**src/verilog/coefRam.sv**
```systemverilog
// Coefficient dual-port memory
`default_nettype none

module coefRam #(
  parameter int Depth = 256,
  parameter int Width = 12
) (
  input  wire                      clk,
  input  wire                      i_wrEn,
  input  wire [$clog2(Depth)-1:0]  i_wrAddr,
  input  wire [Width-1:0]          i_wrData,
  input  wire [$clog2(Depth)-1:0]  i_rdAddr,
  output logic [Width-1:0]         o_rdData
);

  // Storage array, maps onto block RAM
  logic [Width-1:0] mem [Depth];

  // Write port
  always_ff @(posedge clk) begin
    if (i_wrEn) begin
      mem[i_wrAddr] <= i_wrData;
    end
  end

  // Read port, data one cycle after address
  always_ff @(posedge clk) begin
    o_rdData <= mem[i_rdAddr];
  end

endmodule

`default_nettype wire

```
**config.mk**
```make
export PLATFORM = sky130hd
export DESIGN_NAME = coefRam
export DESIGN_NICKNAME = d
export VERILOG_FILES = /design/src/verilog/coefRam.sv
export SDC_FILE = /design/constraint.sdc
export NUM_CORES = 2
export LEC_CHECK = 0
export ABC_AREA = 1
export ABC_CLOCK_PERIOD_IN_PS = 1970
export BUFFER_PORTS_ARGS = -buffer_cell sky130_fd_sc_hd__buf_2
export CELL_PAD_IN_SITES_DETAIL_PLACEMENT = 1
export CELL_PAD_IN_SITES_GLOBAL_PLACEMENT = 2
export CORE_ASPECT_RATIO = 0.8
export CORE_MARGIN = 2
export CORE_UTILIZATION = 35
export DETAILED_ROUTE_END_ITERATION = 6
export PLACE_DENSITY = 0.65
export SYNTH_ARGS = -nofsm -noshare
export SYNTH_HDL_FRONTEND = slang
export SYNTH_SLANG_ARGS = --single-unit
```
**constraint.sdc**
```tcl
create_clock -name clk -period 1.97 [get_ports clk]
set_clock_uncertainty 0.2 [all_clocks]
set_input_delay 0.197 -clock clk [delete_from_list [all_inputs] [get_ports clk]]
set_output_delay 0.197 -clock clk [all_outputs]
set_load 0.05 [all_outputs]
```
* Yosys cells after proc, flatten, opt, wreduce, memory -nomap -nowiden
Memory sizes are Yosys's and may differ from the RTL's. A register that Yosys moved wholly into a read port is not among the register bits.
Cells that the tools add are included.
W data, S select, Z words.
** Operators by class
- Mux-type cells :: 2
** Operators by type and width (number)
- $mux W1 :: 2
** Storage, ports and cells
- Register bits after elaboration :: 0
- RAM bits :: 3072
- Bits of input ports :: 30
- Output and inout port bits :: 12
- Word-level logic and storage cells :: 3
- Memories kept :: 1
** Memories
- mem :: words 256, width 12, read ports 1, clocked after memory_dff 1, wr ports 1, RTL line 17 : logic [Width-1:0] mem [Depth];

* Depth between registers and ports, before layout
- Word-level depth :: 2
- Mapped depth :: 15

* Worst setup path before layout
Ideal clock, no wire load.
- Kind :: input-to-reg
- Start :: input i_wrEn
- End :: memory mem[162][0], enable pin
- Library setup time :: 0.380 ns
- Arrival time :: 1.484 ns
- Required time :: 1.390 ns
- Setup slack :: -0.094 ns
- Stages :: 4
- Path buffers :: 2
- Cells stage by stage :: clkbuf_1 nand3_1 clkbuf_1 nor2_1
** Between the ends
- Word-level cells in the longest chain between the ends :: 2
** Ends and longest elaborated chain
- start, declared :: RTL line 9 : input wire i_wrEn,
- $mux W1 :: RTL line 21 : if (i_wrEn) begin
- $mux W1 (implied by the code) :: RTL line 22 : mem[i_wrAddr] <= i_wrData;
- end, declared :: RTL line 17
No other way between the ends.

==> results_tabular.tex <==
\begin{tabular}{lr}
\hline
Metric & Value \\
\hline
\multicolumn{2}{l}{\textbf{Outcome}} \\
\quad Outcome & complete, but fails checks \\
\quad Violations in the final reports & negative setup slack \\
\multicolumn{2}{l}{\textbf{Timing}} \\
\quad Worst slew margin relative to its limit & 31.2\% \\
\quad Hold violation total from the final report & 0 \\
\quad RSZ-0062 raised after global routing & true \\
\quad Share of the clock period used by the worst path after layout & 101\% \\
\quad Min Tclk post-route & 1980 ps \\
\quad Fin Setup TNS & -14.3 ps \\
\quad Final number of max-transition violations & 0 \\
\quad Worst path setup slack after routing & -14.3 ps \\
\quad Maximum achievable frequency & 504 MHz \\
\quad Transition time at the pin with the least slew margin & 1030 ps \\
\quad Setup-failing EPs final & 1 \\
\multicolumn{2}{l}{\textbf{Placement}} \\
\quad PortBufs & 41 \\
\quad Routability Congestion & 0.871 \\
\quad DP HPWL & 288,000 um \\
\quad Post-Place Setup Slack & -1090 ps \\
\multicolumn{2}{l}{\textbf{Critical path}} \\
\quad Slack of the worst reg-to-reg path & -10 ps \\
\quad Maximum fanout along the worst path & 1 \\
\quad Depth of the most critical reg-to-reg path & 11 \\
\quad Start-to-end type of the worst setup path & reg2reg \\
\quad CP required & 2530 ps \\
\quad Signal arrival time at the worst endpoint & 2550 ps \\
\quad Startpoint class of the critical path & flop \\
\quad Category of the worst setup path capture point & flop \\
\multicolumn{2}{l}{\textbf{Global route}} \\
\quad Wire length of the first global-routing pass & 640,000 um \\
\quad Antenna violations before repair & 23 \\
\quad Pin count of the biggest net entering global routing & 83 \\
\quad Overflow left after global routing & 0 \\
\quad Total Routing Usage GR & 24.0\% \\
\quad Number of global-route vias before repair & 87,693 \\
\multicolumn{2}{l}{\textbf{Synth}} \\
\quad Synthesized flop and latch total & 3,084 \\
\quad Synthesized net count & 10,341 \\
\quad Gate count of the mapped netlist & 10,311 \\
\quad Number of warnings issued by yosys & 0 \\
\quad Main synth FF type & edfxtp\_1 \\
\quad Yosys top cell area share & 73.9\% \\
\quad Most numerous cell in the Yosys netlist & nand2\_1 \\
\quad FFs w/ async S/R, synth & 0\% \\
\quad Post-synth EDFFs & 3,072 \\
\quad Library cell occupying the most area in the post-synthesis netlist & edfxtp\_1 \\
\quad Cell types occupying the most area after synthesis & edfxtp\_1, nand3\_1, nand2\_1 \\
\quad Netlist area before placement & 125,000 um2 \\
\quad Synthesized area per cell & 12.1 um2 \\
\quad Synth cell count leaders & nand2\_1, edfxtp\_1, nand3\_1 \\
\quad Sequential cell area fraction in the yosys report & 74.1\% \\
\quad Number of distinct library cells after synthesis & 15 \\
\multicolumn{2}{l}{\textbf{Clock network}} \\
\quad CTS tree & built \\
\quad Post-CTS setup repair buffer count & 0 \\
\quad Clock slew at reported path FFs & 60 ps \\
\quad Number of sinks on the clock net & 3,084 \\
\quad Clock root cell & clkbuf\_16 \\
\quad Latest clock arrival within the worst-skew pair & 910 ps \\
\quad Number of clock buffers inserted by TritonCTS & 333 \\
\quad Largest buffer count on any clock path & 4 \\
\quad CTS H-tree depth & 5 \\
\multicolumn{2}{l}{\textbf{Routing}} \\
\quad Via density & 5.33 \\
\quad Avg WL per Cell & 27.3 um \\
\quad Total Wirelength & 441,000 um \\
\quad Violation count after the first detailed-route iteration & 8,192 \\
\quad Total vias in the final route & 86,217 \\
\quad Number of iterations in the first detailed-routing pass & 6 \\
\quad Antenna Violating Nets Remaining & 0 \\
\quad DRC violations left & 0 \\
\multicolumn{2}{l}{\textbf{Final layout}} \\
\quad Synth-to-Final Area Change & 23.0\% \\
\quad Fin util & 43.2\% \\
\quad Post-layout net count & 11,198 \\
\quad Fraction of final layout cells sized beyond drive strength 1 & 17.6\% \\
\multicolumn{2}{l}{\textbf{Power}} \\
\quad Leakage Power & 54.7 nW \\
\quad Power Dens Cells & 946 nW/um2 \\
\quad Worst ir drop on vdd & 826 uV \\
\multicolumn{2}{l}{\textbf{Floorplan}} \\
\quad Die width & 672 um \\
\quad Floorplan row count & 196 \\
\quad Die Outline Area & 362,000 um2 \\
\quad Effective utilization at floorplan & 35.1\% \\
\quad Core Footprint & 356,000 um2 \\
\quad Vertical die dimension & 538 um \\
\quad Top-level I/O count & 42 \\
\multicolumn{2}{l}{\textbf{Flow run}} \\
\quad Number of max-capacitance violations reported & 0 \\
\multicolumn{2}{l}{\textbf{Min path}} \\
\quad Min-Delay Path Depth & 2 \\
\quad Path class of the lowest-slack min-delay path & in2reg \\
\hline
\end{tabular}
[worst max-delay path, cell delays in order (launching register included)]
cell,delay [ps]
edfxtp_1,450
nand2_2,120
nand3_2,110
nand3_2,100
nand3_1,100
nand3_2,140
nand3_4,110
nand3_2,80
buf_6,140
nand2_1,100
nand2_2,130
nand2_1,70
[registers in the layout (all words and copies together) (netlist names)]
| name | cells |
|---|---|
| o_rdData | 12 |
| mem | 3072 |
[metal layers]
metal  vias to the layer above  wire length [um]  global-route usage, %
met5                         -                 0                      0
met4                         0             11400                   5.77
met3                       535             24900                   2.51
met2                      2407            201000                   37.5
met1                     44751            204000                   35.8
li1                      38524                 -                      -
[final timing paths]
check,end,from
hold reg to reg,o_rdData[8],mem[94][8]
setup / recovery,o_rdData[7],mem[191][7]
hold / removal,mem[109][11],i_wrData[11]
setup reg to reg,o_rdData[7],mem[191][7]
[power by group]
part           internal (W)  total (W)  switching, W
Clock                0.0351     0.0615        0.0264
Combinational       0.00355     0.0114       0.00787
Sequential           0.0723     0.0724      0.000102
Total                 0.111      0.145        0.0344
[layout by cell type (no fill, tap or decap), drive strengths merged]
| cell | count |
|---|---|
| clkinv | 134 |
| dfxtp | 12 |
| nor2 | 283 |
| nand3 | 3027 |
| dlygate4sd3 | 15 |
| nand2 | 3167 |
| bufinv | 25 |
| clkinvlp | 6 |
| buf | 1218 |
| edfxtp | 3072 |
| clkbuf | 415 |
| inv | 48 |
| diode | 10 |
[logic make-up after synthesis]
| logic type | Yosys count | synth area share (%) |
|---|---|---|
| simple gates | 6477 | 22.5 |
| buf+inv | 750 | 3.44 |
| flops | 3084 | 74.1 |
[layout make-up]
class                      instances  area [um2]
multi-input combinational       6477       29900
antenna                           10        25.0
clock buffer                     415        8850
tap                             4752        5950
sequential                      3084       92500
fill                           36890      202000
inverter                          39         188
clock inverter                   174        1560
timing repair buffer            1233       14600
[metrics by stage]
step | instance area [um2] | std cells | hold slack [ps] | power [W]
global placement | 141000 | 15572 | 369 | 0.0846
CTS | 152000 | 16176 | 3.38 | 0.146
floorplan | 125000 | 10311 | 95.9 | 0.0784
detailed placement | 141000 | 15572 | 370 | 0.0847
finish | 154000 | 16184 | 62.6 | 0.145
global route | 154000 | 16175 | 41.1 | 0.150
[timing repair]
item                        CTS  global route
hold endpoints to repair   3123             0
gates resized for setup     189           214
setup endpoints to repair    24            12
pin swaps                     6            33
hold buffers                 15             0
Power figures use the tool's default switching activity.
