### config.mk
export PLATFORM = sky130hd
export DESIGN_NAME = polyCompressor
export DESIGN_NICKNAME = d
export VERILOG_FILES = /design/src/verilog/kyberPkg.sv /design/src/verilog/polyCompressor.sv
export SDC_FILE = /design/constraint.sdc
export NUM_CORES = 2
export LEC_CHECK = 0
export ABC_AREA = 0
export BUFFER_PORTS_ARGS = -buffer_cell sky130_fd_sc_hd__buf_2
export CAP_MARGIN = 40
export CORE_AREA = 2 2 407 409
export DETAILED_ROUTE_END_ITERATION = 16
export DIE_AREA = 0 0 409 411
export PLACE_DENSITY = 0.48
export RECOVER_POWER = 25
export SYNTH_ARGS = -nofsm -noshare
export SYNTH_HDL_FRONTEND = slang
export SYNTH_SLANG_ARGS = --single-unit
### constraint.sdc
create_clock -name clk -period 8.6 [get_ports clk]
set_clock_uncertainty 0.05 [all_clocks]
set_input_delay 0 -clock clk [delete_from_list [all_inputs] [get_ports clk]]
set_output_delay 0 -clock clk [all_outputs]
set_load 0.02 [all_outputs]
### src/verilog/kyberPkg.sv
// Kyber encryption tail constants
`default_nettype none

package kyberPkg;

  // --------------------------------------------------------------------------
  // Kyber512 ring parameters
  // --------------------------------------------------------------------------
  // Coefficients per polynomial
  parameter int KyberN       = 256;
  // Prime modulus
  parameter int KyberQ       = 3329;
  // Bits needed to hold one value below q
  parameter int CoefWidth    = 12;

  // --------------------------------------------------------------------------
  // Message and ciphertext geometry
  // --------------------------------------------------------------------------
  // 32-byte message, one bit per coefficient
  parameter int MsgBits      = 256;
  // Bits kept per coefficient of v after compression
  parameter int CompressBits = 4;
  // Packed v, one nibble per coefficient
  parameter int CipherVBits  = 1024;
  // (q+1)/2, the value a one bit decodes to
  parameter int MsgOne       = 1665;

  typedef logic [CoefWidth-1:0] coef_t;
  typedef logic [7:0]           coefAddr_t;

endpackage

`default_nettype wire

### src/verilog/polyCompressor.sv
// 4-bit compressor and packer for v
`default_nettype none

module polyCompressor (
  input  wire                              clk,
  input  wire                              rst_n,
  input  wire                              i_enable,
  input  wire kyberPkg::coef_t             i_rdData,
  output kyberPkg::coefAddr_t              o_rdAddr,
  output logic [kyberPkg::CipherVBits-1:0] o_cipherV,
  output logic                             o_done
);

  localparam kyberPkg::coefAddr_t LastIdx = kyberPkg::coefAddr_t'(kyberPkg::KyberN - 1);
  // Room for 16x + (q-1)/2
  localparam int NumWidth = kyberPkg::CoefWidth + kyberPkg::CompressBits + 1;
  localparam logic [NumWidth-1:0] QNum  = NumWidth'(kyberPkg::KyberQ);
  localparam logic [NumWidth-1:0] HalfQ = NumWidth'((kyberPkg::KyberQ - 1) / 2);

  // Read stage
  logic                rdActive;
  kyberPkg::coefAddr_t rdCnt;
  logic                rdValid;
  kyberPkg::coefAddr_t rdAddrQ;

  // Compress datapath
  logic [NumWidth-1:0]               scaled;
  logic [NumWidth-1:0]               quot;
  logic [kyberPkg::CompressBits-1:0] nibble;
  logic [kyberPkg::CipherVBits-1:0]  packReg;

  // --------------------------------------------------------------------------
  // Read sequencing
  // --------------------------------------------------------------------------
  always_ff @(posedge clk or negedge rst_n) begin
    if (!rst_n) begin
      rdActive <= 1'b0;
      rdCnt    <= '0;
      rdValid  <= 1'b0;
    end else begin
      if (i_enable) begin
        rdActive <= 1'b1;
        rdCnt    <= '0;
      end else if (rdActive) begin
        if (rdCnt == LastIdx) begin
          rdActive <= 1'b0;
        end
        rdCnt <= rdCnt + 1'b1;
      end
      rdValid <= rdActive;
    end
  end

  // Index of the coefficient now on i_rdData
  always_ff @(posedge clk) begin
    rdAddrQ <= rdCnt;
  end

  // round(16x/q) mod 16
  assign scaled = (NumWidth'(i_rdData) << kyberPkg::CompressBits) + HalfQ;
  assign quot   = scaled / QNum;
  assign nibble = quot[kyberPkg::CompressBits-1:0];

  // --------------------------------------------------------------------------
  // Packing register
  // --------------------------------------------------------------------------
  // Nibble i at bits 4i+3..4i, no shifting
  always_ff @(posedge clk or negedge rst_n) begin
    if (!rst_n) begin
      packReg <= '0;
    end else if (rdValid) begin
      packReg[rdAddrQ*kyberPkg::CompressBits +: kyberPkg::CompressBits] <= nibble;
    end
  end

  assign o_rdAddr  = rdCnt;
  assign o_cipherV = packReg;
  // High while the last nibble is placed
  assign o_done    = rdValid && (rdAddrQ == LastIdx);

endmodule

`default_nettype wire

==> Yosys cells after proc, flatten, opt, wreduce, memory -nomap -nowiden <==
Index checks and enable logic that the tools add are counted.
{ "totals": {"regBits": 1042, "input_bits": 15, "out_inout_bits": 1033, "word_cells": 21} }
{ "classes": {"add_sub_neg": 3, "n_div": 1, "eq_ne": 2, "shift": 2, "muxes": 6, "n_reduce_logical": 2} }
{ "op_table": {"columns": ["operator", "count"], "rows": [
  ["1024-bit bitwise mux", 1],
  ["4-bit by 34-bit variable shift with 1024-bit output, first input constant", 1],
  ["4-bit by 34-bit indexed part select with 1024-bit output", 1],
  ["10-bit negation with 34-bit output", 1],
  ["16-bit by 11-bit adder with 17-bit output, second input constant", 1],
  ["17-bit by 12-bit divider with 17-bit output, second input constant", 1],
  ["8-bit == test, second input constant", 2],
  ["8-bit 2-to-1 mux", 2],
  ["8-bit by 1-bit adder with 8-bit output, second input constant", 1],
  ["1-bit 2-to-1 mux", 3],
  ["2-bit nonzero test", 1],
  ["1-bit logical AND", 1]
]} }

==> Logic depth before layout (Yosys ltp) <==
{ "depth": {"word_depth": 4, "ltp_mapped": 39, "mapped_depth_nobuf": 31} }

==> Worst setup path after synthesis <==
Ideal clock, no wire load.
{ "synth_path": {"path_type": "input to register", "from": "input port i_rdData[5]", "to": "register packReg, in the netlist o_cipherV[640]", "setup_ns": 0.138, "arrival_ns": 8.268, "t_required_ns": 8.412, "slack_ns": 0.144, "cell_stages": 38, "path_buffers": 11, "path_cell_list": "buf_2 -> or3_1 -> buf_2 -> or4_1 -> clkbuf_1 -> nand3_1 -> a311oi_2 -> nor2_2 -> mux2_2 -> ha_1 -> nand2_1 -> a211oi_1 -> a221o_1 -> nor2_1 -> o41ai_2 -> o21ai_2 -> inv_2 -> buf_2 -> [... 2 more ...] -> clkbuf_1 -> ha_1 -> a32oi_1 -> a211o_1 -> inv_2 -> clkbuf_1 -> buf_1 -> ha_1 -> o211ai_1 -> a2111oi_0 -> mux2_2 -> nand3_1 -> a221oi_4 -> o211ai_1 -> a311oi_2 -> buf_4 -> buf_4 -> a31oi_1"} }
{ "synth_via": {"elab_chain_len": 4} }
{ "synth_lines": {"columns": ["item", "line_no", "rtl"], "rows": [
  ["start: declaration", "polyCompressor.sv:8", "input wire kyberPkg::coef_t i_rdData,"],
  ["16-bit by 11-bit adder with 17-bit output", "polyCompressor.sv:60", "assign scaled = (NumWidth'(i_rdData) << kyberPkg::CompressBits) + HalfQ;"],
  ["17-bit by 12-bit divider with 17-bit output", "polyCompressor.sv:61", "assign quot = scaled / QNum;"],
  ["4-bit by 34-bit indexed part select with 1024-bit output", "polyCompressor.sv:72", "packReg[rdAddrQ*kyberPkg::CompressBits +: kyberPkg::CompressBits] <= nibble;"],
  ["1024-bit bitwise mux", "polyCompressor.sv:72", null],
  ["end signal: indexed assignment", "polyCompressor.sv:72", null],
  ["end: declaration", "polyCompressor.sv:30", "logic [kyberPkg::CipherVBits-1:0] packReg;"]
]} }
Every way passes these cells.
A chain may end at the register's enable or synchronous reset.

==> Final worst setup path <==
{ "layout_path": {"from": "input port i_rdData[3]", "to": "register packReg, in the netlist o_cipherV[64]"} }
Same word-level chain as after synthesis.

==> impl_metrics.env <==
export IMPL_powerDensity_nw_per_um2=251
export IMPL_root_buffer="clkbuf_16"
export IMPL_finalWeightedCongestion=0.898
export IMPL_worstHoldPathType="input port to flip-flop"
export IMPL_drtIter0Drc=3318
export IMPL_worstPathRequired_ps=9240
export IMPL_syn_nets=4403
export IMPL_nNetsFinal=5521
export IMPL_fp_dieW_um=409
export IMPL_finalSetupTns_ps=0
export IMPL_synth_common_cells="nand2_1, dfrtp_1, o21ai_0"
export IMPL_avgSynthCellArea_um2=9.71
export IMPL_cts_tree="done"
export IMPL_synth_top_area_share=0.609
export IMPL_fillers=17200
export IMPL_yosys_area_top_type="dfrtp_1"
export IMPL_report_final_slew_viol_count=495
export IMPL_slowest_stage="or4_1"
export IMPL_tightest_slew_ps=5690
export IMPL_cp_max_fo=39
export IMPL_die_y_um=411
export IMPL_multi_input_area_um2=15800
export IMPL_leakage_nw=22.8
export IMPL_status="finished, violations left"
export IMPL_cp_num_buf_inv=5
export IMPL_fmax_ghz=0.135
export IMPL_synthTopCellsByArea="dfrtp_1, nand2_1, o21ai_0, a21oi_1, nor2_1"
export IMPL_overflow=0
export IMPL_design_die_area_um2=168000
export IMPL_setup_viol=0
export IMPL_cpPeakStageDelay_ps=670
export IMPL_vias=38400
export IMPL_ir_drop_v=0.000173
export IMPL_dpl_hpwl_um=168000
export IMPL_drive_gt1_frac=0.225
export IMPL_synth_seq_cells=1042
export IMPL_syn_area_um2=42500
export IMPL_rsz0062_at_grt="false"
export IMPL_yosysSeqAreaShare=0.613
export IMPL_regArea_um2=26000
export IMPL_syn_inst=4377
export IMPL_yosysWarnings=0
export IMPL_ant_nets=0
export IMPL_cap_violations=8
export IMPL_start_util=0.259
export IMPL_fp_row_count=149
export IMPL_violations="max-capacitance violations, max-slew violations"
export IMPL_start_kind="input port"
export IMPL_synth_compound_area_frac=0.178
export IMPL_routed_wl_um=219000
export IMPL_synthArstFlopShare=0.992
export IMPL_grt_pass1_vias=36900
export IMPL_utilization=0.338
export IMPL_synth_main_ff_cell="dfrtp_1"
export IMPL_met1Wirelength_um=90400
export IMPL_grt_pass1_wl_um=302000
export IMPL_cts_max_level=3
export IMPL_synthAdderAreaFrac=0.00324
export IMPL_viasPerCell=4.93
export IMPL_areaGrowthSynthToFinish_pct=30.4
export IMPL_drc=0
export IMPL_grt_max_degree=170
export IMPL_max_slew_margin=-2.80
export IMPL_wl_per_cell_um=28.1
export IMPL_top_layer_used="met4"
export IMPL_worst_setup_path_type="input port to flip-flop"
export IMPL_min_period_ps=7390
export IMPL_grtUsageTotal=0.253
export IMPL_wl_met2_um=103000
export IMPL_arrival_ps=8020
export IMPL_fin_crit_sh=0.859
export IMPL_coreArea_um2=164000
export IMPL_clkLatencyLatePin_ps=740
export IMPL_hold_viol=0
export IMPL_synth_edf_count=0
export IMPL_synth_cell_type_count=83
export IMPL_synth_top_family_by_area="compound AO/OA/AOI/OAI gates"
export IMPL_numClockSinks=1042
export IMPL_muxShareOfSynthArea=0.0167
export IMPL_synth_simple_area_share=0.156
export IMPL_io_pins=1048
export IMPL_port_buffers=1047
export IMPL_cts_buffers=119
export IMPL_end_kind="flip-flop"
export IMPL_synth_most_common_cell="nand2_1"
export IMPL_antenna_found_initial=12
export IMPL_clockBufferDepth=3
export IMPL_route_met3_wl_um=15200
export IMPL_firstDrtPassIters=6
export IMPL_crit_family="compound AO/OA/AOI/OAI gates"
export IMPL_clk_pin_slew_ps=60
export IMPL_synth_xor_area_frac=0.00907
## tightest hold or removal path, delay by kind of cell
kind,cells,cell delay (ps)
AO/OA/AOI/OAI,1,60
buffers and inverters,2,760
## registers in the layout (all words and copies together), names as in the netlist
signal / flops
rdActive: 1
o_rdAddr: 8
o_cipherV: 1024
rdAddrQ: 8
rdValid: 1
## metrics by stage
step	worst slack (ps)	cell area, um2	cells	hold WS [ps]	power (W)
CTS	1340	55800	7780	19.0	0.0140
global placement	427	50800	7507	80.5	0.00877
global route	397	55400	7780	81.2	0.0144
detailed placement	536	51800	7559	73.0	0.00884
finish	1210	55400	7786	77.9	0.0139
floorplan	144	42500	4377	-346	0.00729
## layout by cell type (no fill, tap or decap), types with 34 or more instances in the layout
master / n
a21oi_1: 285
a31oi_1: 158
buf_2: 780
buf_4: 97
clkbuf_1: 309
clkbuf_16: 121
dfrtp_1: 1034
mux2_2: 55
nand2_1: 1160
nand3_1: 34
nor2_1: 283
o21ai_0: 655
o31ai_1: 106
## layout make-up
cell class | count | share of cell area
Clock inverter | 37 | 0.00763
Sequential cell | 1042 | 0.470
Multi-Input combinational cell | 3100 | 0.285
Tap cell | 2189 | 0.0494
Timing Repair Buffer | 1210 | 0.121
Antenna cell | 6 | 0.000271
Clock buffer | 180 | 0.0643
Inverter | 22 | 0.00149
## layer usage
metal  vias to the layer above  GRT usage
met2                      1457      0.418
met4                         0      0.107
met3                       326     0.0609
met1                     19100      0.316
li1                      17500          -
met5                         -          0
## cells by family after synthesis
group,Yosys count
mux,64
fa+ha+maj,11
xor+xnor,44
buf+inv,235
simple gates,1662
compound gates,1319
flops,1042
## path summary, 6_finish.rpt
path | depth (start not counted) | to | slack [ps] | startpoint
min in group asynchronous | 4 | o_cipherV[734]$_DFFE_PN0P_ | 1430 | rst_n
max in group asynchronous | 4 | o_cipherV[872]$_DFFE_PN0P_ | 1570 | rst_n
worst max register to register | 12 | o_cipherV[346]$_DFFE_PN0P_ | 3950 | rdAddrQ[0]$_DFF_P_
worst min register to register | 2 | o_cipherV[979]$_DFFE_PN0P_ | 420 | o_cipherV[979]$_DFFE_PN0P_
worst min-delay path | 3 | o_rdAddr[7]$_DFFE_PN0P_ | 80 | i_enable
worst max-delay path | 30 | o_cipherV[64]$_DFFE_PN0P_ | 1210 | i_rdData[3]
## what timing repair did
action                    in CTS  in global routing
resized for setup              0                  0
hold buffers                   4                  0
buffers inserted               0                  0
hold endpoints to repair     327                  0
## power breakdown
part | leakage [nW] | internal (W) | switching, W | total, W
clock network | 1.95 | 0.00295 | 0.00222 | 0.00517
logic | 11.2 | 0.000794 | 0.00238 | 0.00317
registers | 9.56 | 0.00530 | 0.000243 | 0.00555
(Power assumes the default switching activity.)
