File: src/verilog/kyberPkg.sv
// Kyber encryption tail constants
`default_nettype none

package kyberPkg;

  // --------------------------------------------------------------------------
  // Kyber512 ring parameters
  // --------------------------------------------------------------------------
  // Coefficients per polynomial
  parameter int KyberN       = 256;
  // Prime modulus
  parameter int KyberQ       = 3329;
  // Bits needed to hold one value below q
  parameter int CoefWidth    = 12;

  // --------------------------------------------------------------------------
  // Message and ciphertext geometry
  // --------------------------------------------------------------------------
  // 32-byte message, one bit per coefficient
  parameter int MsgBits      = 256;
  // Bits kept per coefficient of v after compression
  parameter int CompressBits = 4;
  // Packed v, one nibble per coefficient
  parameter int CipherVBits  = 1024;
  // (q+1)/2, the value a one bit decodes to
  parameter int MsgOne       = 1665;

  typedef logic [CoefWidth-1:0] coef_t;
  typedef logic [7:0]           coefAddr_t;

endpackage

`default_nettype wire

File: src/verilog/msgDecoder.sv
// Message to polynomial decoder
`default_nettype none

module msgDecoder (
  input  wire                          clk,
  input  wire                          rst_n,
  input  wire                          i_enable,
  input  wire [kyberPkg::MsgBits-1:0]  i_msg,
  output logic                         o_wrEn,
  output kyberPkg::coefAddr_t          o_wrAddr,
  output kyberPkg::coef_t              o_wrData,
  output logic                         o_done
);

  localparam kyberPkg::coefAddr_t LastIdx = kyberPkg::coefAddr_t'(kyberPkg::KyberN - 1);

  // Walk state
  logic                active;
  kyberPkg::coefAddr_t idx;

  // Bit index counter, LSB of the message first
  always_ff @(posedge clk or negedge rst_n) begin
    if (!rst_n) begin
      active <= 1'b0;
      idx    <= '0;
      o_done <= 1'b0;
    end else begin
      o_done <= 1'b0;
      if (i_enable) begin
        active <= 1'b1;
        idx    <= '0;
      end else if (active) begin
        // Last coefficient written this cycle
        if (idx == LastIdx) begin
          active <= 1'b0;
          o_done <= 1'b1;
        end
        idx <= idx + 1'b1;
      end
    end
  end

  // One write per active cycle
  assign o_wrEn   = active;
  assign o_wrAddr = idx;
  // Bit set decodes to (q+1)/2, bit clear to zero
  assign o_wrData = i_msg[idx] ? kyberPkg::coef_t'(kyberPkg::MsgOne) : '0;

endmodule

`default_nettype wire

File: config.mk
export PLATFORM = sky130hd
export DESIGN_NAME = msgDecoder
export DESIGN_NICKNAME = d
export VERILOG_FILES = /design/src/verilog/kyberPkg.sv /design/src/verilog/msgDecoder.sv
export SDC_FILE = /design/constraint.sdc
export NUM_CORES = 1
export LEC_CHECK = 0
export BUFFER_PORTS_ARGS = -buffer_cell sky130_fd_sc_hd__buf_2
export CELL_PAD_IN_SITES_DETAIL_PLACEMENT = 1
export CELL_PAD_IN_SITES_GLOBAL_PLACEMENT = 1
export CORE_MARGIN = 2
export CORE_UTILIZATION = 25
export DETAILED_ROUTE_END_ITERATION = 10
export GPL_ROUTABILITY_DRIVEN = 0
export PLACE_DENSITY = 0.86
export SLEW_MARGIN = 20
export SYNTH_ARGS = -nofsm -noshare
export SYNTH_HDL_FRONTEND = slang
export SYNTH_SLANG_ARGS = --single-unit
File: constraint.sdc
create_clock -name clk -period 2.81 [get_ports clk]
set_clock_uncertainty 0.1 [all_clocks]
set_input_delay 0.1405 -clock clk [delete_from_list [all_inputs] [get_ports clk]]
set_output_delay 0.1405 -clock clk [all_outputs]
set_load 0.02 [all_outputs]
Yosys cells after proc, flatten, opt, wreduce, memory -nomap -nowiden
Cells that the tools add are included.
Widths: inputs -> output; s select.
Storage, ports and cells
  flip-flop bits (word level): 10
  input bits: 259
Cells by class
  reductions and logical operators: 1
  add/subtract/negate cells: 1
  equality and inequality tests: 1
  muxes and demuxes: 11
  order comparisons: 1
Operator list (count)
  $mux 8: 2
  $mux 11: 1
  $lt 8x9->1 const B: 1
  $add 8x1->8 const B: 1
  $bmux 1 s8: 1
  $eq 8x8->1 const B: 1
  $mux 1: 7
  $reduce_bool 2->1: 1

Longest topological paths before layout
Gate-level depths: netlist of run 1.
  depth in word-level cells: 4
  mapped depth: 11
  depth with buffers taken out: 6

Least setup slack after synthesis of run 1
OpenSTA, ideal clock, no wires.
  path kind: register to output
  start point: register idx[1] (netlist: o_wrAddr[1])
  end point: output o_wrData[10]
  arrival: 2556 ps
  buffers on the path: 4
  setup slack: 13 ps
  required time: 2569 ps
  cell stages (with the launch flop): 11
  cell sequence: dfrtp_1 > buf_2 > buf_2 > clkbuf_1 > mux4_2 > mux2i_1 > o32ai_1 > nor4_1 > o21ai_1 > a32o_1 > buf_4
Between the ends
  word-level cells in the longest chain between the ends: 3
Ends and longest elaborated chain
  from (decl): RTL line msgDecoder.sv:19  | kyberPkg::coefAddr_t idx;
  from (signal assigned): RTL line msgDecoder.sv:38  | idx <= idx + 1'b1;
  $bmux 1 s8: RTL line msgDecoder.sv:47  | assign o_wrData = i_msg[idx] ? kyberPkg::coef_t'(kyberPkg::MsgOne) : '0;
  $mux 1 (implied by the code): RTL line msgDecoder.sv:47
  $mux 11: RTL line msgDecoder.sv:47
  to (decl): RTL line msgDecoder.sv:11  | output kyberPkg::coef_t o_wrData,
No other way between the ends. The select of a mux whose other input is x is not followed.

Worst setup path after layout of run 1
  start point: register idx[0] (netlist: o_wrAddr[0])
  end point: output o_wrData[7]
The elaborated chain is that of the path after synthesis.

==> impl_metrics.toml, run 1 <==
[yosys]
ys_ff_latch = 10
syn_avg_cell_area_um2 = 11.7
synth_top_area_share = 0.381
synth_cells = 238
async_flop_share = 1.00
yosysWarnings = 0
synthFlopType = "dfrtp_1"
synth-seq-area-share = 0.0901
synth_area_um2 = 2780
synth-edff-count = 0
synth_cell_type_count = 46
ys_top_cells_by_area = "mux4_2 (38%), mux4_1 (12%), dfrtp_1 (9.0%), mux2i_1 (4.7%), buf_4 (3.2%)"
synth_top_area_cell = "mux4_2"

[global_routing]
globalRoute.busiestLayer = "met2"
grtUsageMet3 = 0.0474
grt_pass1_wl_mm = 21.0
antenna_found_initial = 1
grt_max_degree = 39
grt.met2_usage = 0.425
overflow = 0
grt_pass1_vias = 3999
grtUsageMet1 = 0.272
grtUsageTotal = 0.233

[setup_path]
ff2ff_setup_slack_ns = 0.71
r2r_cells = 4
critPathMaxFanout = 7
r2r-start = "o_wrAddr[2]$_DFFE_PN0P_"
r2r_end = "o_wrAddr[6]$_DFFE_PN0P_"
start_kind = "register"
crit_arrival_ns = 2.69
worstPathRequired_ns = 2.57
crit_type = "reg -> out"
cp-end-kind = "output port"

[routing]
drt-total-wl_mm = 14.3
via_count = 3423
wire_per_inst_um = 21.9
avgViaCountPerCell = 5.23
antenna_left = 0
drt_iter0_markers = 73
drc = 0
drt_pass1_iterations = 4

[cells_and_area]
utilization = 0.421
area_growth_syn_to_layout_pct = 64.2
final_area_um2 = 4560
layout_commonest_cell = "buf_2"
drive_gt1_frac = 0.743
nets = 775
n_fill_cell = 1298
final_cell_mix = "buf_2 (268), mux4_2 (52), buf_4 (20), nand2_1 (17), nor2_1 (12)"

[timing]
hold_slack_ns = 0.123
min_period_over_period = 1.04
fin_ws_ns = -0.118
final_hold_viol_count = 0
slew_violations = 0
setup_viol = 4
fin_crit_ns = 2.93
max_freq_mhz = 342
tightest_slew_ns = 0.595
rsz0062_at_grt = "true"
slew_headroom = 0.602

[placed_design]
port_buffers = 272
dpl_worst_slack_ns = 0.0178
hpwl_mm = 11.7
place_area_um2 = 4270

[die]
initial_core_util = 0.256
core_um2 = 10800
io-pin-count = 281
die_y_um = 109
die_x_um = 109
die_area_um2 = 12000
fp-row-count = 38

[clock_network]
clkLatencyLatePin_ns = 0.24
numCtsBuffers = 3
clkTransAtPathRegs_ns = 0.05
htree_levels = 1
cts_root_buf = "clkbuf_8"
clockBufferDepth = 2
cts.sinks = 10
cts_tree = "built"

[worst_hold_path]
worstHoldPathType = "in -> reg"
hold_depth = 2
holdPathEnd = "o_wrAddr[7]$_DFFE_PN0P_"
hold_start = "i_enable"

[power_and_ir_drop]
p_leak_nw = 2.13
power_density_nw_per_um2 = 234
ir_drop_uv = 117
power.total_w = 0.00107

[run_status]
violations = "setup timing"
outcome = "finished, violations left"

[flow_run]
cap_violations = 0
critical path, stage by stage (launching register included):
cell and delay (ns):
dfrtp_4 0.53, buf_12 0.16, buf_12 0.13, mux4_2 0.41, mux2_2 0.29, a2111oi_4 0.36
a21oi_2 0.10, a32o_2 0.31, buf_6 0.15
how the worst max path moves through the flow:
stage | startpoint | to | slack [ns]
after detailed placement | o_wrAddr[0]$_DFFE_PN0P_ | o_wrData[7] | 0.02
after global routing | o_wrAddr[0]$_DFFE_PN0P_ | o_wrData[0] | -0.21
after global placement | o_wrAddr[0]$_DFFE_PN0P_ | o_wrData[0] | 0.10
after floorplan | o_wrAddr[1]$_DFFE_PN0P_ | o_wrData[10] | 0.01
after CTS | o_wrAddr[0]$_DFFE_PN0P_ | o_wrData[7] | -0.13
final | o_wrAddr[0]$_DFFE_PN0P_ | o_wrData[7] | -0.12
cells by family after synthesis:
| logic type | Yosys count | synth area share |
|---|---|---|
| buf+inv | 39 | 0.0932 |
| mux | 80 | 0.579 |
| flops | 10 | 0.0901 |
| simple gates | 58 | 0.100 |
| xor+xnor | 6 | 0.0189 |
| compound gates | 43 | 0.113 |
| other cells | 1 | 0.00135 |
| fa+ha+maj | 1 | 0.00450 |
through the flow:
stage,instances,setup TNS (ns)
finish,655,-0.470
global route,655,-0.849
CTS,653,-0.509
detailed placement,636,0
global placement,636,0
floorplan,245,0
registers in the layout, summed over array words and instances, names as in the netlist:
signal / flops
o_done: 1
o_wrAddr: 8
o_wrEn: 1
power by group:
part           total, W  leakage, nW  internal [W]  switching [W]
combinational  0.000744         1.98      0.000440       0.000304
sequential     0.000162        0.128      0.000149      0.0000125
clock          0.000161       0.0228     0.0000998      0.0000613
total           0.00107         2.13      0.000689       0.000378
what timing repair did:
item                                   4_1_cts  5_1_grt
cloned                                       2        0
endpoints found under the hold margin       10        0
setup endpoints to repair                    4        4
pin swaps                                    4        4
hold buffers                                 1        0
gates resized for setup                     24       12
buffers inserted                            10        1
synthesized netlist by cell type, drive strengths merged (3+ instances only):
master,count
mux4,60
buf,24
nand2,17
nor2,14
clkbuf,13
mux2i,13
dfrtp,10
a22oi,8
a21oi,7
mux2,7
o21ai,7
nor3,6
nand2b,5
a31oi,4
o22ai,4
a21o,3
nand3,3
nor2b,3
xnor2,3
xor2,3
layer usage:
| metal | wire, um | share of wire |
|---|---|---|
| met2 | 7670 | 0.54 |
| met3 | 1040 | 0.073 |
| met5 | 0 | 0 |
| met4 | 313 | 0.022 |
| met1 | 5290 | 0.37 |
final cells by class:
type	count	area, um2	share of cell area
timing repair buffer	302	1730	0.379
inverter	2	7.51	0.00165
antenna	1	2.50	0.000549
sequential	10	256	0.0562
tap	140	175	0.0384
multi-input combinational	196	2350	0.515
clock buffer	4	45.0	0.00987
Power figures use the tool's default switching activity.
==> run 2, diff against run 1 <==
- PLACE_DENSITY: 0.86 -> 0.9
==> run 2 against run 1 <==
  * The run still ends with setup timing left
  * Maximum frequency shrank 2.6%
  * Via count shrank 0.38%
  * Wire length shrank 1.7%
  * Sequential power is essentially flat
  * Critical path type unchanged
  * Combinational power grew 2.8%
  * Highest routed layer unchanged
  * Die area is the same
==> impl_metrics.toml, run 2 (synthesized netlist as in run 1, its figures left out) <==
[clock_network]
cts_root_buf = "clkbuf_8"
htree_levels = 1
numCtsBuffers = 3
cts.sinks = 10
clkTransAtPathRegs_ns = 0.05
cts_tree = "built"
clkLatencyLatePin_ns = 0.24
clockBufferDepth = 2

[die]
fp-row-count = 38
die_x_um = 109
die_y_um = 109
core_um2 = 10800
die_area_um2 = 12000
initial_core_util = 0.256
io-pin-count = 281

[power_and_ir_drop]
ir_drop_uv = 144
power.share.combinational = 0.687
clkPwrFrac = 0.168
switching_power_w = 0.000384
p_leak_nw = 2.20
switching_share = 0.344
p_int_w = 0.000730
seqPwrFrac = 0.145
power_density_nw_per_um2 = 239

[global_routing]
grt_pass1_wl_mm = 20.6
grtUsageTotal = 0.229
grt_pass1_vias = 3793
antenna_found_initial = 0
grt_max_degree = 37
overflow = 0

[setup_path]
start_kind = "register"
r2r_end = "o_wrAddr[6]$_DFFE_PN0P_"
crit_type = "reg -> out"
cp-end-kind = "output port"
crit_arrival_ns = 2.76
startpoint = "o_wrAddr[0]$_DFFE_PN0P_"
worstPathRequired_ns = 2.57
r2r-start = "o_wrAddr[2]$_DFFE_PN0P_"
r2r_cells = 5
ff2ff_setup_slack_ns = 0.77
critPathMaxFanout = 5

[routing]
via_count = 3410
avgViaCountPerCell = 5.17
drt-total-wl_mm = 14.1
drc = 0
drt_iter0_markers = 155
drt_pass1_iterations = 4
antenna_left = 0
wire_per_inst_um = 21.3

[worst_hold_path]
worstHoldPathType = "in -> reg"
hold_start = "i_enable"
hold_depth = 2
holdPathEnd = "o_wrAddr[6]$_DFFE_PN0P_"

[timing]
fin_ws_ns = -0.195
fin_crit_ns = 3.01
min_period_over_period = 1.07
setup_viol = 4
rsz0062_at_grt = "true"
final_hold_viol_count = 0
max_freq_mhz = 333
slew_violations = 0

[cells_and_area]
area_growth_syn_to_layout_pct = 67.7
final_cell_mix = "buf_2 (268), mux4_2 (48), buf_4 (21), nand2_1 (17), nor2_1 (14)"
drive_gt1_frac = 0.727
utilization = 0.430
n_fill_cell = 1295
nets = 781
final_area_um2 = 4660
largest_register_ffs = 8
layout_commonest_cell = "buf_2"
n_antenna_cell = 0

[run_status]
violations = "setup timing"
outcome = "finished, violations left"

[flow_run]
cap_violations = 0

[placed_design]
port_buffers = 272
place_area_um2 = 4310
dpl_worst_slack_ns = 0.0325
hpwl_mm = 11.6
## run 2: cell count changes in the layout (fill, tap and decap cells not counted), sizes merged
cell	previous run	this run
buf	301	306
bufbuf	0	1
diode	1	0
## run 2: power by group through the flow
| stage | Sequential (W) | Clock (W) | Combinational (W) |
|---|---|---|---|
| after CTS | 0.000161 | 0.000190 | 0.000746 |
| after detailed placement | 0.000165 | 0 | 0.000684 |
| after floorplan | 0.000158 | 0 | 0.000408 |
| after global routing | 0.000162 | 0.000198 | 0.000822 |
| final | 0.000162 | 0.000187 | 0.000765 |
| after global placement | 0.000165 | 0 | 0.000660 |
## run 2: per-stage QoR
stage / hold slack [ns] / power [W] / instances / setup TNS (ns)
finish: 0.110 / 0.00111 / 660 / -0.778
global route: 0.123 / 0.00118 / 660 / -1.09
CTS: 0.110 / 0.00110 / 658 / -0.768
detailed placement: -0.0859 / 0.000849 / 640 / 0
global placement: -0.0980 / 0.000825 / 640 / 0
floorplan: -0.255 / 0.000566 / 245 / 0
## run 2: worst max-delay path by stage
stage | depth (start not counted) | end
floorplan | 10 | o_wrData[10]
global placement | 8 | o_wrData[7]
detailed placement | 8 | o_wrData[9]
CTS | 9 | o_wrData[9]
global route | 10 | o_wrData[7]
finish | 9 | o_wrData[9]
## run 2: critical path, stage by stage (launching register included)
cell	delay, ns
dfrtp_4	0.47
buf_12	0.12
buf_6	0.11
mux4_1	0.55
mux4_2	0.51
nand2_1	0.08
a21o_1	0.14
a21oi_2	0.06
a32o_2	0.31
buf_6	0.15
## run 2: metal layers
layer / GRT usage / up-vias / wire, um / part of all wire
met2: 0.425 / 177 / 7560 / 0.54
li1: - / 1548 / - / -
met4: 0.0515 / 0 / 176 / 0.013
met3: 0.0237 / 14 / 857 / 0.061
met1: 0.284 / 1671 / 5470 / 0.39
met5: 0 / - / 0 / 0
## run 2: area by class of cell
| cell class | count | area, um2 | area share |
|---|---|---|---|
| Multi-Input combinational cell | 196 | 2330 | 0.501 |
| Timing Repair Buffer | 308 | 1830 | 0.393 |
| Sequential cell | 10 | 256 | 0.0551 |
| Tap cell | 140 | 175 | 0.0376 |
| Clock buffer | 4 | 55.1 | 0.0118 |
| Inverter | 2 | 7.51 | 0.00161 |
## run 2: repair_timing
item / 4_1_cts / 5_1_grt
buffers inserted: 11 / 2
resized for setup: 12 / 17
gates cloned: 2 / 0
hold buffers: 1 / 0
pin swaps: 4 / 8
setup endpoints to repair: 4 / 4
hold endpoints to repair: 10 / 0
