--- src/verilog/kyberPkg.sv ---
// Kyber encryption tail constants
`default_nettype none

package kyberPkg;

  // --------------------------------------------------------------------------
  // Kyber512 ring parameters
  // --------------------------------------------------------------------------
  // Coefficients per polynomial
  parameter int KyberN       = 256;
  // Prime modulus
  parameter int KyberQ       = 3329;
  // Bits needed to hold one value below q
  parameter int CoefWidth    = 12;

  // --------------------------------------------------------------------------
  // Message and ciphertext geometry
  // --------------------------------------------------------------------------
  // 32-byte message, one bit per coefficient
  parameter int MsgBits      = 256;
  // Bits kept per coefficient of v after compression
  parameter int CompressBits = 4;
  // Packed v, one nibble per coefficient
  parameter int CipherVBits  = 1024;
  // (q+1)/2, the value a one bit decodes to
  parameter int MsgOne       = 1665;

  typedef logic [CoefWidth-1:0] coef_t;
  typedef logic [7:0]           coefAddr_t;

endpackage

`default_nettype wire

--- src/verilog/polyAdder.sv ---
// Modular polynomial adder
`default_nettype none

module polyAdder (
  input  wire                  clk,
  input  wire                  rst_n,
  input  wire                  i_enable,
  input  wire kyberPkg::coef_t i_aData,
  input  wire kyberPkg::coef_t i_bData,
  output kyberPkg::coefAddr_t  o_rdAddr,
  output logic                 o_wrEn,
  output kyberPkg::coefAddr_t  o_wrAddr,
  output kyberPkg::coef_t      o_wrData,
  output logic                 o_done
);

  localparam kyberPkg::coefAddr_t LastIdx = kyberPkg::coefAddr_t'(kyberPkg::KyberN - 1);
  // q widened by one bit to match the raw sum
  localparam logic [kyberPkg::CoefWidth:0] QWide =
    (kyberPkg::CoefWidth + 1)'(kyberPkg::KyberQ);

  // Read stage
  logic                rdActive;
  kyberPkg::coefAddr_t rdCnt;
  logic                rdValid;
  kyberPkg::coefAddr_t rdAddrQ;

  // Add stage
  logic [kyberPkg::CoefWidth:0] sumRaw;
  logic [kyberPkg::CoefWidth:0] sumRed;

  // --------------------------------------------------------------------------
  // Control pipeline
  // --------------------------------------------------------------------------
  always_ff @(posedge clk or negedge rst_n) begin
    if (!rst_n) begin
      rdActive <= 1'b0;
      rdCnt    <= '0;
      rdValid  <= 1'b0;
      o_wrEn   <= 1'b0;
      o_done   <= 1'b0;
    end else begin
      if (i_enable) begin
        rdActive <= 1'b1;
        rdCnt    <= '0;
      end else if (rdActive) begin
        if (rdCnt == LastIdx) begin
          rdActive <= 1'b0;
        end
        rdCnt <= rdCnt + 1'b1;
      end
      // Follows the RAM read latency
      rdValid <= rdActive;
      o_wrEn  <= rdValid;
      // Done once the final sum has landed
      o_done  <= o_wrEn && (o_wrAddr == LastIdx);
    end
  end

  // Address and data pipeline
  always_ff @(posedge clk) begin
    rdAddrQ  <= rdCnt;
    o_wrAddr <= rdAddrQ;
    o_wrData <= sumRed[kyberPkg::CoefWidth-1:0];
  end

  // Both inputs below q, so one conditional subtract
  assign sumRaw = {1'b0, i_aData} + {1'b0, i_bData};
  assign sumRed = (sumRaw >= QWide) ? (sumRaw - QWide) : sumRaw;

  // Same address feeds both source RAMs
  assign o_rdAddr = rdCnt;

endmodule

`default_nettype wire

--- config.mk ---
export PLATFORM = sky130hd
export DESIGN_NAME = polyAdder
export DESIGN_NICKNAME = d
export VERILOG_FILES = /design/src/verilog/kyberPkg.sv /design/src/verilog/polyAdder.sv
export SDC_FILE = /design/constraint.sdc
export NUM_CORES = 1
export LEC_CHECK = 0
export BUFFER_PORTS_ARGS = -buffer_cell sky130_fd_sc_hd__buf_2
export CORE_UTILIZATION = 54
export CTS_BUF_LIST = sky130_fd_sc_hd__clkbuf_2 sky130_fd_sc_hd__clkbuf_4 sky130_fd_sc_hd__clkbuf_8
export CTS_CLUSTER_SIZE = 8
export DETAILED_ROUTE_END_ITERATION = 10
export GPL_TIMING_DRIVEN = 1
export PLACE_DENSITY_LB_ADDON = 0.25
export SLEW_MARGIN = 0
export SYNTH_ARGS = -nofsm -noshare
export SYNTH_HDL_FRONTEND = slang
export SYNTH_SLANG_ARGS = --single-unit
--- constraint.sdc ---
create_clock -name clk -period 1.8 [get_ports clk]
set_input_delay 0.09 -clock clk [delete_from_list [all_inputs] [get_ports clk]]
set_output_delay 0.09 -clock clk [all_outputs]
set_load 0.02 [all_outputs]
=== After elaboration in Yosys (flattened, before gate mapping) ===
Index checks and enable logic that the tools add are counted.

* Divide/modulo/power cells: 0
* Order comparisons: 1
* Equal/unequal tests: 2
* Add/subtract/negate cells: 3
* Reductions and logical operators: 2
* Shift-type cells: 0
* Mux-type cells: 6
* Bitwise gates (word level): 0
* Multipliers: 0

{| class="wikitable"
|+ Operators with widths
! kind !! number
|-
| $eq 8x8->1 const B || 2
|-
| $mux 8 || 2
|-
| $add 12x12->13 || 1
|-
| $ge 13x12->1 const B || 1
|-
| $mux 12 || 1
|-
| $sub 12x12->12 const B || 1
|-
| $add 8x1->8 const B || 1
|-
| $mux 1 || 3
|-
| $reduce_bool 2->1 || 1
|-
| $logic_and 1x1->1 || 1
|}

* Output and inout bits: 30
* Bits in registers: 40
* Memories: 0
* Memory bits (read-only): 0
* Word-level logic and storage cells: 22
* Bits in latches: 0
* Memory bits (writable): 0
* Input port bits: 27

=== Depth between registers and ports, before layout ===
Gate-level depths: netlist (run 1).

* Depth after elaboration: 4
* Depth in mapped cells: 11
* Mapped depth without buffers: 10

=== Least setup slack after synthesis (run 1) ===
Ideal clock, no wire load.

* Path kind: input -> register
* Start point: in i_aData[0]
* End point: reg o_wrData[1]
* Arrival: 2.529 ns
* Path buffers: 0
* Library setup time: 0.123 ns
* Required time: 1.677 ns
* Path slack: -0.853 ns
* Cell stages on the path: 10
* Cell sequence: ha_1 fa_1 a211oi_4 o21ai_0 xor2_1 nor3_1 a41oi_2 o22ai_4 nand2_1 mux2_1

* Cells in the longest elaborated chain, start to end: 3
* Elaborated cells between the ends (all ways): 4
* Those cells by class: add/sub: 2; order compare: 1; mux: 1

{| class="wikitable"
|+ Ends and longest elaborated chain
! element !! RTL line !! source
|-
| from (decl) || polyAdder.sv:8 || <nowiki>input wire kyberPkg::coef_t i_aData,</nowiki>
|-
| $add 12x12->13 * || polyAdder.sv:68 || <nowiki>assign sumRaw = {1'b0, i_aData} + {1'b0, i_bData};</nowiki>
|-
| $sub 12x12->12 or $ge 13x12->1 (tied branches) || polyAdder.sv:69 || <nowiki>assign sumRed = (sumRaw >= QWide) ? (sumRaw - QWide) : sumRaw;</nowiki>
|-
| $mux 12 * || polyAdder.sv:69 ||
|-
| net sumRed, one bit || polyAdder.sv:30 || <nowiki>logic [kyberPkg::CoefWidth:0] sumRed;</nowiki>
|-
| to (signal assigned) || polyAdder.sv:64 || <nowiki>o_wrData <= sumRed[kyberPkg::CoefWidth-1:0];</nowiki>
|-
| to (decl) || polyAdder.sv:13 || <nowiki>output kyberPkg::coef_t o_wrData,</nowiki>
|}

The timed path passes the listed nets; every way through them passes the cells marked *.
A chain may end at the register's enable or synchronous reset.

=== Worst setup path after layout (run 1) ===
* Start point: in i_aData[0]
* End point: reg o_wrData[8]

Same word-level chain as after synthesis.

==> results of run 1 <==
==> metal layers <==
| metal | routed length (µm) | part of all wire, % |
|---|---|---|
| met1 | 2480 | 45 |
| met2 | 2760 | 50 |
| met3 | 245 | 4.4 |
| met4 | 77 | 1.4 |
| met5 | 0 | 0 |
==> cell families (layout without fill, tap and decap cells) <==
logic type / Yosys count / count (layout)
compound gates: 54 / 54
xor+xnor: 22 / 22
fa+ha+maj: 16 / 16
buf+inv: 12 / 130
flops: 40 / 40
mux: 3 / 3
simple gates: 66 / 66
==> sequential cells by signal, indices dropped and copies added (netlist names) <==
signal,count
o_done,1
o_rdAddr,8
o_wrAddr,8
o_wrData,12
o_wrEn,1
rdActive,1
rdAddrQ,8
rdValid,1
==> cell type report <==
| type | count | area share (%) |
|---|---|---|
| sequential | 40 | 27.1 |
| timing repair buffer | 114 | 23.7 |
| tap | 48 | 1.89 |
| multi-input combinational | 161 | 42.7 |
| clock inverter | 3 | 1.46 |
| clock buffer | 5 | 2.17 |
| inverter | 8 | 0.946 |
==> metrics by stage <==
step	hold slack (ns)	setup TNS (ns)	area (µm²)	util, %	power, µW
finish	0.0795	-6.62	3170	84.8	2920
global route	0.103	-8.12	3170	84.8	3060
CTS	0.0594	-5.77	3100	82.7	2870
detailed placement	-0.0157	-10.48	2900	77.5	2070
global placement	-0.0222	-9.14	2900	77.5	2040
floorplan	-0.206	-6.52	2190	-	1650
==> cells in the mapped netlist (3+ instances only) <==
cell      count  area [µm²]
dfrtp_1      12         300
nor3_1        7        35.0
xnor2_1       7        61.3
ha_1         15         188
o21a_1        4        30.0
inv_1         8        30.0
nor2_1       16        60.1
o211ai_1      4        30.0
dfxtp_1      28         561
a21oi_1      15        75.1
nand2_1      13        48.8
nand4_1       4        25.0
nand2b_1      4        25.0
xor2_1       15         131
or3_1         5        31.3
or2_2         3        18.8
nand3_1       5        25.0
o21ai_0       8        40.0
==> report_power, final <==
group / switching (µW) / internal (µW) / total (µW) / leakage, µW
sequential: 34.1 / 990 / 1020 / 0.000381
clock: 325 / 417 / 742 / 0.0000548
combinational: 623 / 529 / 1150 / 0.00103
total: 982 / 1940 / 2920 / 0.00147
==> final timing paths <==
check                      cells past startpoint   startpoint  slack [ns]          end
min reg2reg                                    0   rdAddrQ[2]        0.33  o_wrAddr[2]
min                                            2     i_enable        0.08  o_rdAddr[5]
min in group asynchronous                      2        rst_n        0.19       o_done
max reg2reg                                    4  o_rdAddr[3]        0.40  o_rdAddr[7]
max in group asynchronous                      2        rst_n        1.39  o_rdAddr[0]
max                                           13   i_aData[0]       -0.62  o_wrData[8]
==> placed cells by master, fill, tap and decap left out, drive strengths merged, types with 2 or more instances in the layout <==
cell | Yosys | final
o21ai | 8 | 8
a31oi | 2 | 2
nor4 | 2 | 2
dfrtp | 12 | 12
o211ai | 6 | 6
nor2 | 16 | 16
a2111oi | 2 | 2
xnor2 | 7 | 7
o21a | 4 | 4
nand2 | 13 | 13
a211oi | 4 | 4
buf | 1 | 113
ha | 15 | 15
nor2b | 2 | 2
or2 | 3 | 3
mux2i | 2 | 2
nand2b | 4 | 4
a21oi | 16 | 16
dfxtp | 28 | 28
xor2 | 15 | 15
nor3 | 7 | 7
or3 | 5 | 5
inv | 8 | 9
nand3 | 5 | 5
and2 | 2 | 2
clkbuf | 3 | 5
nand4 | 4 | 4
==> worst register-to-register path: cells and delay by family, from the launching register on <==
family	cells	cell delay, ns
compound gates	1	0.17
flops	1	0.47
simple gates	3	0.68
==> what timing repair did <==
action,4_1_cts,5_1_grt
hold buffers,1,0
pin swaps,12,4
hold endpoints to repair,12,0
resized for setup,8,10
setup endpoints to repair,12,12
setup buffers,3,3
==> out/qor.txt, run 1 <==
Clk Tree Root Cell = clkbuf_8
Final std cells w/o fill = 379
Nets = 373
Antenna cell count = 0
Final Skew = 0.00869 ns
Worst hold-check path type = input port to flip-flop
Pleak = 0.00147 µW
Cell Area, Synth = 2150 µm²
Crit path max-delay family = compound AO/OA/AOI/OAI gates
Main combinational cell family by area after synthesis = compound AO/OA/AOI/OAI gates
Die area = 4240 µm²
FMAX = 0.414 GHz
Syn avg cell area = 10.1 µm²
# DRC = 0
MaxCap Viol Count = 0
Startpoint types = input port
Worst path required time = 1.99 ns
Met3 Use GR = 5.56%
Power per standard cell area = 920 nW/µm²
GR Util met2 = 44.7%
Syn_nets = 256
Worst setup margin = -0.617 ns
IO Count = 57
Most common cell on crit path = buf_6
Die width = 65.1 µm
Port buffer count = 56
Met1 usage = 34.2%
Synthesis Warnings = 0
CP bufs+invs = 3
Post-synthesis adder-cell area fraction = 9.66%
First-pass GRT wire length = 8540 µm
RSZ-0062 raised after global routing = true
Worst relative slew slack = 70.9%
Gate count after technology mapping = 213
Setup violations, final = 12
Slew Viols, Final = 0
Simple-Gate Fraction of Synth Area = 16.1%
Initial antenna violation count = 0
Multi-input gate area = 1360 µm²
Clock slew at reported path FFs = 0.08 ns
# rows = 22
Average wire per standard cell = 14.7 µm
Critical path capture point type = flip-flop
Layout area overhead = 47.5%
Failing checks = negative setup slack
H-tree depth = 2
XOR/XNOR share of the synthesized area = 8.96%
TritonCTS clock tree = built
Register area share after synthesis = 40.0%
Top FF cell, synth = dfxtp_1
Final wirelength = 5570 µm
Post-Place Worst Slack = -0.973 ns
Clk_lat worst skew = 0.30 ns
Vias = 2071
CTS Sinks = 40
CTS buffer count = 5
CORE AREA = 3740 µm²
Synth async-reset ratio = 30.0%
Inst Count DP = 364
Overflow after GRT = 0
Setup CP Type = input port to flip-flop
Clk buf depth = 2
Status = finished, violations left
CP max stage delay = 0.39 ns
Initial Util = 57.5%
Fin. Hold Viols = 0
Die Ht = 65.1 µm
Gpl congestion = 0.866
FF+latch area = 861 µm²
Cell Chain, Critical Path = buf_6 > ha_4 > fa_2 > a211oi_4 > o211ai_2 > and3b_2 > o31ai_4 > a21oi_4 > buf_4 > buf_6 > or2_4 > a211oi_2 > nor3_1
Pre-antenna DRT Iters = 5
Fillers = 194
Peak supply drop = 0.688 mV
Worst-Margin Slew = 0.434 ns
Gr busiest metal = met2
Slowest CP cell = fa_2
Largest net degree at the start of global routing = 15
DRT iter0 DRCs = 130
CP max FO = 5
Layout cells sized above 1 = 45.3%
Compound-Gate Fraction of Synth Area = 21.3%
Number of routed nets with antenna violations = 0
Number of distinct library cells after synthesis = 51
Via/cell ratio = 5.46
Post-synthesis mux area share = 1.45%
Crit path DAT = 2.61 ns
Final period utilization = 134%
Number of synthesized flops with an enable pin = 0
DP HPWL = 3980 µm
Synthesized flop and latch total = 40
Vias in the first global route = 1905
Post-layout min period = 2.42 ns
GRT Total Usage = 26.7%
Note: power is estimated with default switching activity, not from simulation.
==> run 2, diff against run 1 <==
--- a/config.mk
+++ b/config.mk
@@ -6,12 +6,13 @@
 export NUM_CORES = 1
 export LEC_CHECK = 0
 export BUFFER_PORTS_ARGS = -buffer_cell sky130_fd_sc_hd__buf_2
-export CORE_UTILIZATION = 54
-export CTS_BUF_LIST = sky130_fd_sc_hd__clkbuf_2 sky130_fd_sc_hd__clkbuf_4 sky130_fd_sc_hd__clkbuf_8
+export CORE_UTILIZATION = 52
+export CTS_BUF_LIST = sky130_fd_sc_hd__clkbuf_4 sky130_fd_sc_hd__clkbuf_8 sky130_fd_sc_hd__clkbuf_16
 export CTS_CLUSTER_SIZE = 8
 export DETAILED_ROUTE_END_ITERATION = 10
 export GPL_TIMING_DRIVEN = 1
 export PLACE_DENSITY_LB_ADDON = 0.25
+export RECOVER_POWER = 100
 export SLEW_MARGIN = 0
 export SYNTH_ARGS = -nofsm -noshare
 export SYNTH_HDL_FRONTEND = slang
==> out/qor.txt, run 2 (synthesis results as in run 1) <==
FF-to-FF path depth = 3 (-1)
Vias = 2023 (-2.3%)
Worst relative slew slack = 54.0% (-17 points)
CP max FO = 8 (+3)
Number of flip-flops in the largest register = 12 (unchanged)
CTS Sinks = 40 (unchanged)
Die area = 4400 µm² (+3.7%)
Initial Util = 54.2% (-3.3 points)
Antenna cell count = 0 (unchanged)
Failing checks = design-rule violations, negative setup slack
Tot Pwr = 2870 µW (-1.6%)
Multi-input gate area = 1350 µm² (-0.74%)
DRT iter0 DRCs = 98 (-25%)
First-pass GRT wire length = 8180 µm (-4.1%)
Final Skew = 0.0101 ns (+0.00146 ns)
Peak supply drop = 0.980 mV (+42%)
Layout area overhead = 45.7%
Worst setup margin = -0.560 ns (+0.0570 ns)
CP bufs+invs = 2 (-1)
Fin. Hold Viols = 0 (unchanged)
Initial antenna violation count = 0 (unchanged)
Average wire per standard cell = 13.8 µm (-6.0%)
Hold path start = i_enable
Slowest CP cell = fa_2
Pre-antenna DRT Iters = 7 (+2)
Clock slew at reported path FFs = 0.09 ns (about the same)
Worst hold-check path type = input port to flip-flop
Nets = 375 (+0.54%)
Post-layout min period = 2.36 ns (-0.0570 ns)
Most common cell after layout, fill and taps aside = buf_4
Pleak = 0.00136 µW (-7.3%)
Via/cell ratio = 5.28 (-3.3%)
Vias in the first global route = 1866 (-2.0%)
Clk Tree Root Cell = clkbuf_8
FF+latch area = 861 µm² (unchanged)
CORE AREA = 3970 µm² (+6.1%)
Worst path required time = 2.02 ns (+0.03 ns)
Hold depth = 2 (unchanged)
Overflow after GRT = 0 (unchanged)
Die Ht = 66.3 µm (+1.9%)
Post-Route Setup TNS = -5.76 ns (+0.862 ns)
Die width = 66.3 µm (+1.9%)
H-tree depth = 2 (unchanged)
# DRC = 1 (+1)
CTS buffer count = 5 (unchanged)
Inst Count DP = 368 (+1.1%)
Worst-Margin Slew = 0.691 ns (+0.256 ns)
Worst R2R Start = o_rdAddr[2]
IO Count = 57 (unchanged)
Layout cells sized above 1 = 36.9% (-8.4 points)
Slew Viols, Final = 0 (unchanged)
Final std cells w/o fill = 383 (+1.1%)
Setup CP Type = input port to flip-flop
Crit path DAT = 2.58 ns (-0.03 ns)
TritonCTS clock tree = built
CP max stage delay = 0.38 ns (about the same)
RR Endpoint = o_rdAddr[7]
Reg with most FFs = o_wrData
Port buffer count = 56 (unchanged)
Setup violations, final = 12 (unchanged)
Commonest non-fill, non-tap cells in the layout = buf_4 (56), clkbuf_1 (31), dfxtp_1 (28)
DP HPWL = 3870 µm (-2.7%)
RSZ-0062 raised after global routing = true
Number of routed nets with antenna violations = 0 (unchanged)
Crit path max-delay family = compound AO/OA/AOI/OAI gates
MaxCap Viol Count = 0 (unchanged)
Gpl congestion = 0.807 (-6.9%)
Reg2reg setup slack = 0.39 ns (about the same)
Power per standard cell area = 917 nW/µm² (-0.34%)
Final wirelength = 5290 µm (-5.0%)
FMAX = 0.424 GHz (+2.4%)
Worst Hold Endpoint = o_rdAddr[6]
Startpoint types = input port
Most common cell on crit path = buf_6
Critical path capture point type = flip-flop
Largest net degree at the start of global routing = 15 (unchanged)
Clk_lat worst skew = 0.29 ns (about the same)
# rows = 23 (+4.5%)
Cell Chain, Critical Path = buf_6 > ha_4 > fa_2 > a211oi_4 > buf_6 > o211ai_4 > and2_4 > a311o_1 > a41oi_2 > o22ai_4 > a2111oi_4 > xor2_1
Final Instance Area = 3130 µm² (-1.3%)
DP Area = 2910 µm² (+0.17%)
Fillers = 263 (+36%)
GRT Total Usage = 24.8% (-1.9 points)
Final period utilization = 131% (-3.2 points)
Status = finished, violations left
Clk buf depth = 2 (unchanged)
run 2: routing by layer:
| layer | wire length [µm] | up-vias | GRT usage [%] |
|---|---|---|---|
| met1 | 2320 | 955 | 28.4 |
| met5 | 0 | - | 0 |
| met3 | 191 | 0 | 6.21 |
| met2 | 2770 | 54 | 45.4 |
| met4 | 0 | 0 | 6.38 |
| li1 | - | 1014 | - |
run 2: what timing repair did:
action | in CTS | in global routing
setup buffers | 5 | 1
resized for setup | 13 | 6
endpoints found under the hold margin | 12 | 0
pin swaps | 7 | 5
hold buffers | 1 | 0
setup endpoints to repair | 12 | 12
run 2: per-stage QoR:
step / utilization (%) / hold slack, ns / worst slack [ns]
6_report: 78.9 / 0.0834 / -0.560
5_1_grt: 78.9 / 0.0823 / -0.683
4_1_cts: 78.8 / 0.0741 / -0.538
3_5_place_dp: 73.2 / -0.0104 / -0.920
3_3_place_gp: 73.2 / -0.0201 / -0.876
2_1_floorplan: - / -0.206 / -0.707
run 2: where the power goes:
| group | switching (µW) | total [µW] | internal, µW |
|---|---|---|---|
| Sequential | 34.2 | 1020 | 990 |
| Clock | 319 | 737 | 417 |
| Combinational | 610 | 1110 | 502 |
| Total | 963 | 2870 | 1910 |
run 2: worst max-delay path by stage:
stage	from	endpoint	slack, ns	depth (start not counted)
after floorplan	i_aData[0]	o_wrData[1]	-0.71	10
after global placement	i_aData[0]	o_wrData[3]	-0.88	11
after detailed placement	i_aData[0]	o_wrData[1]	-0.92	11
after CTS	i_aData[0]	o_wrData[3]	-0.54	12
after global routing	i_aData[0]	o_wrData[9]	-0.68	13
final	i_aData[0]	o_wrData[3]	-0.56	12
run 2: area by class of cell:
type	count	share of cell area (%)
Clock buffer	5	2.20
Clock inverter	3	1.48
Inverter	8	0.958
Multi-Input combinational cell	161	43.0
Sequential cell	40	27.5
Tap cell	50	2.00
Timing Repair Buffer	116	22.9
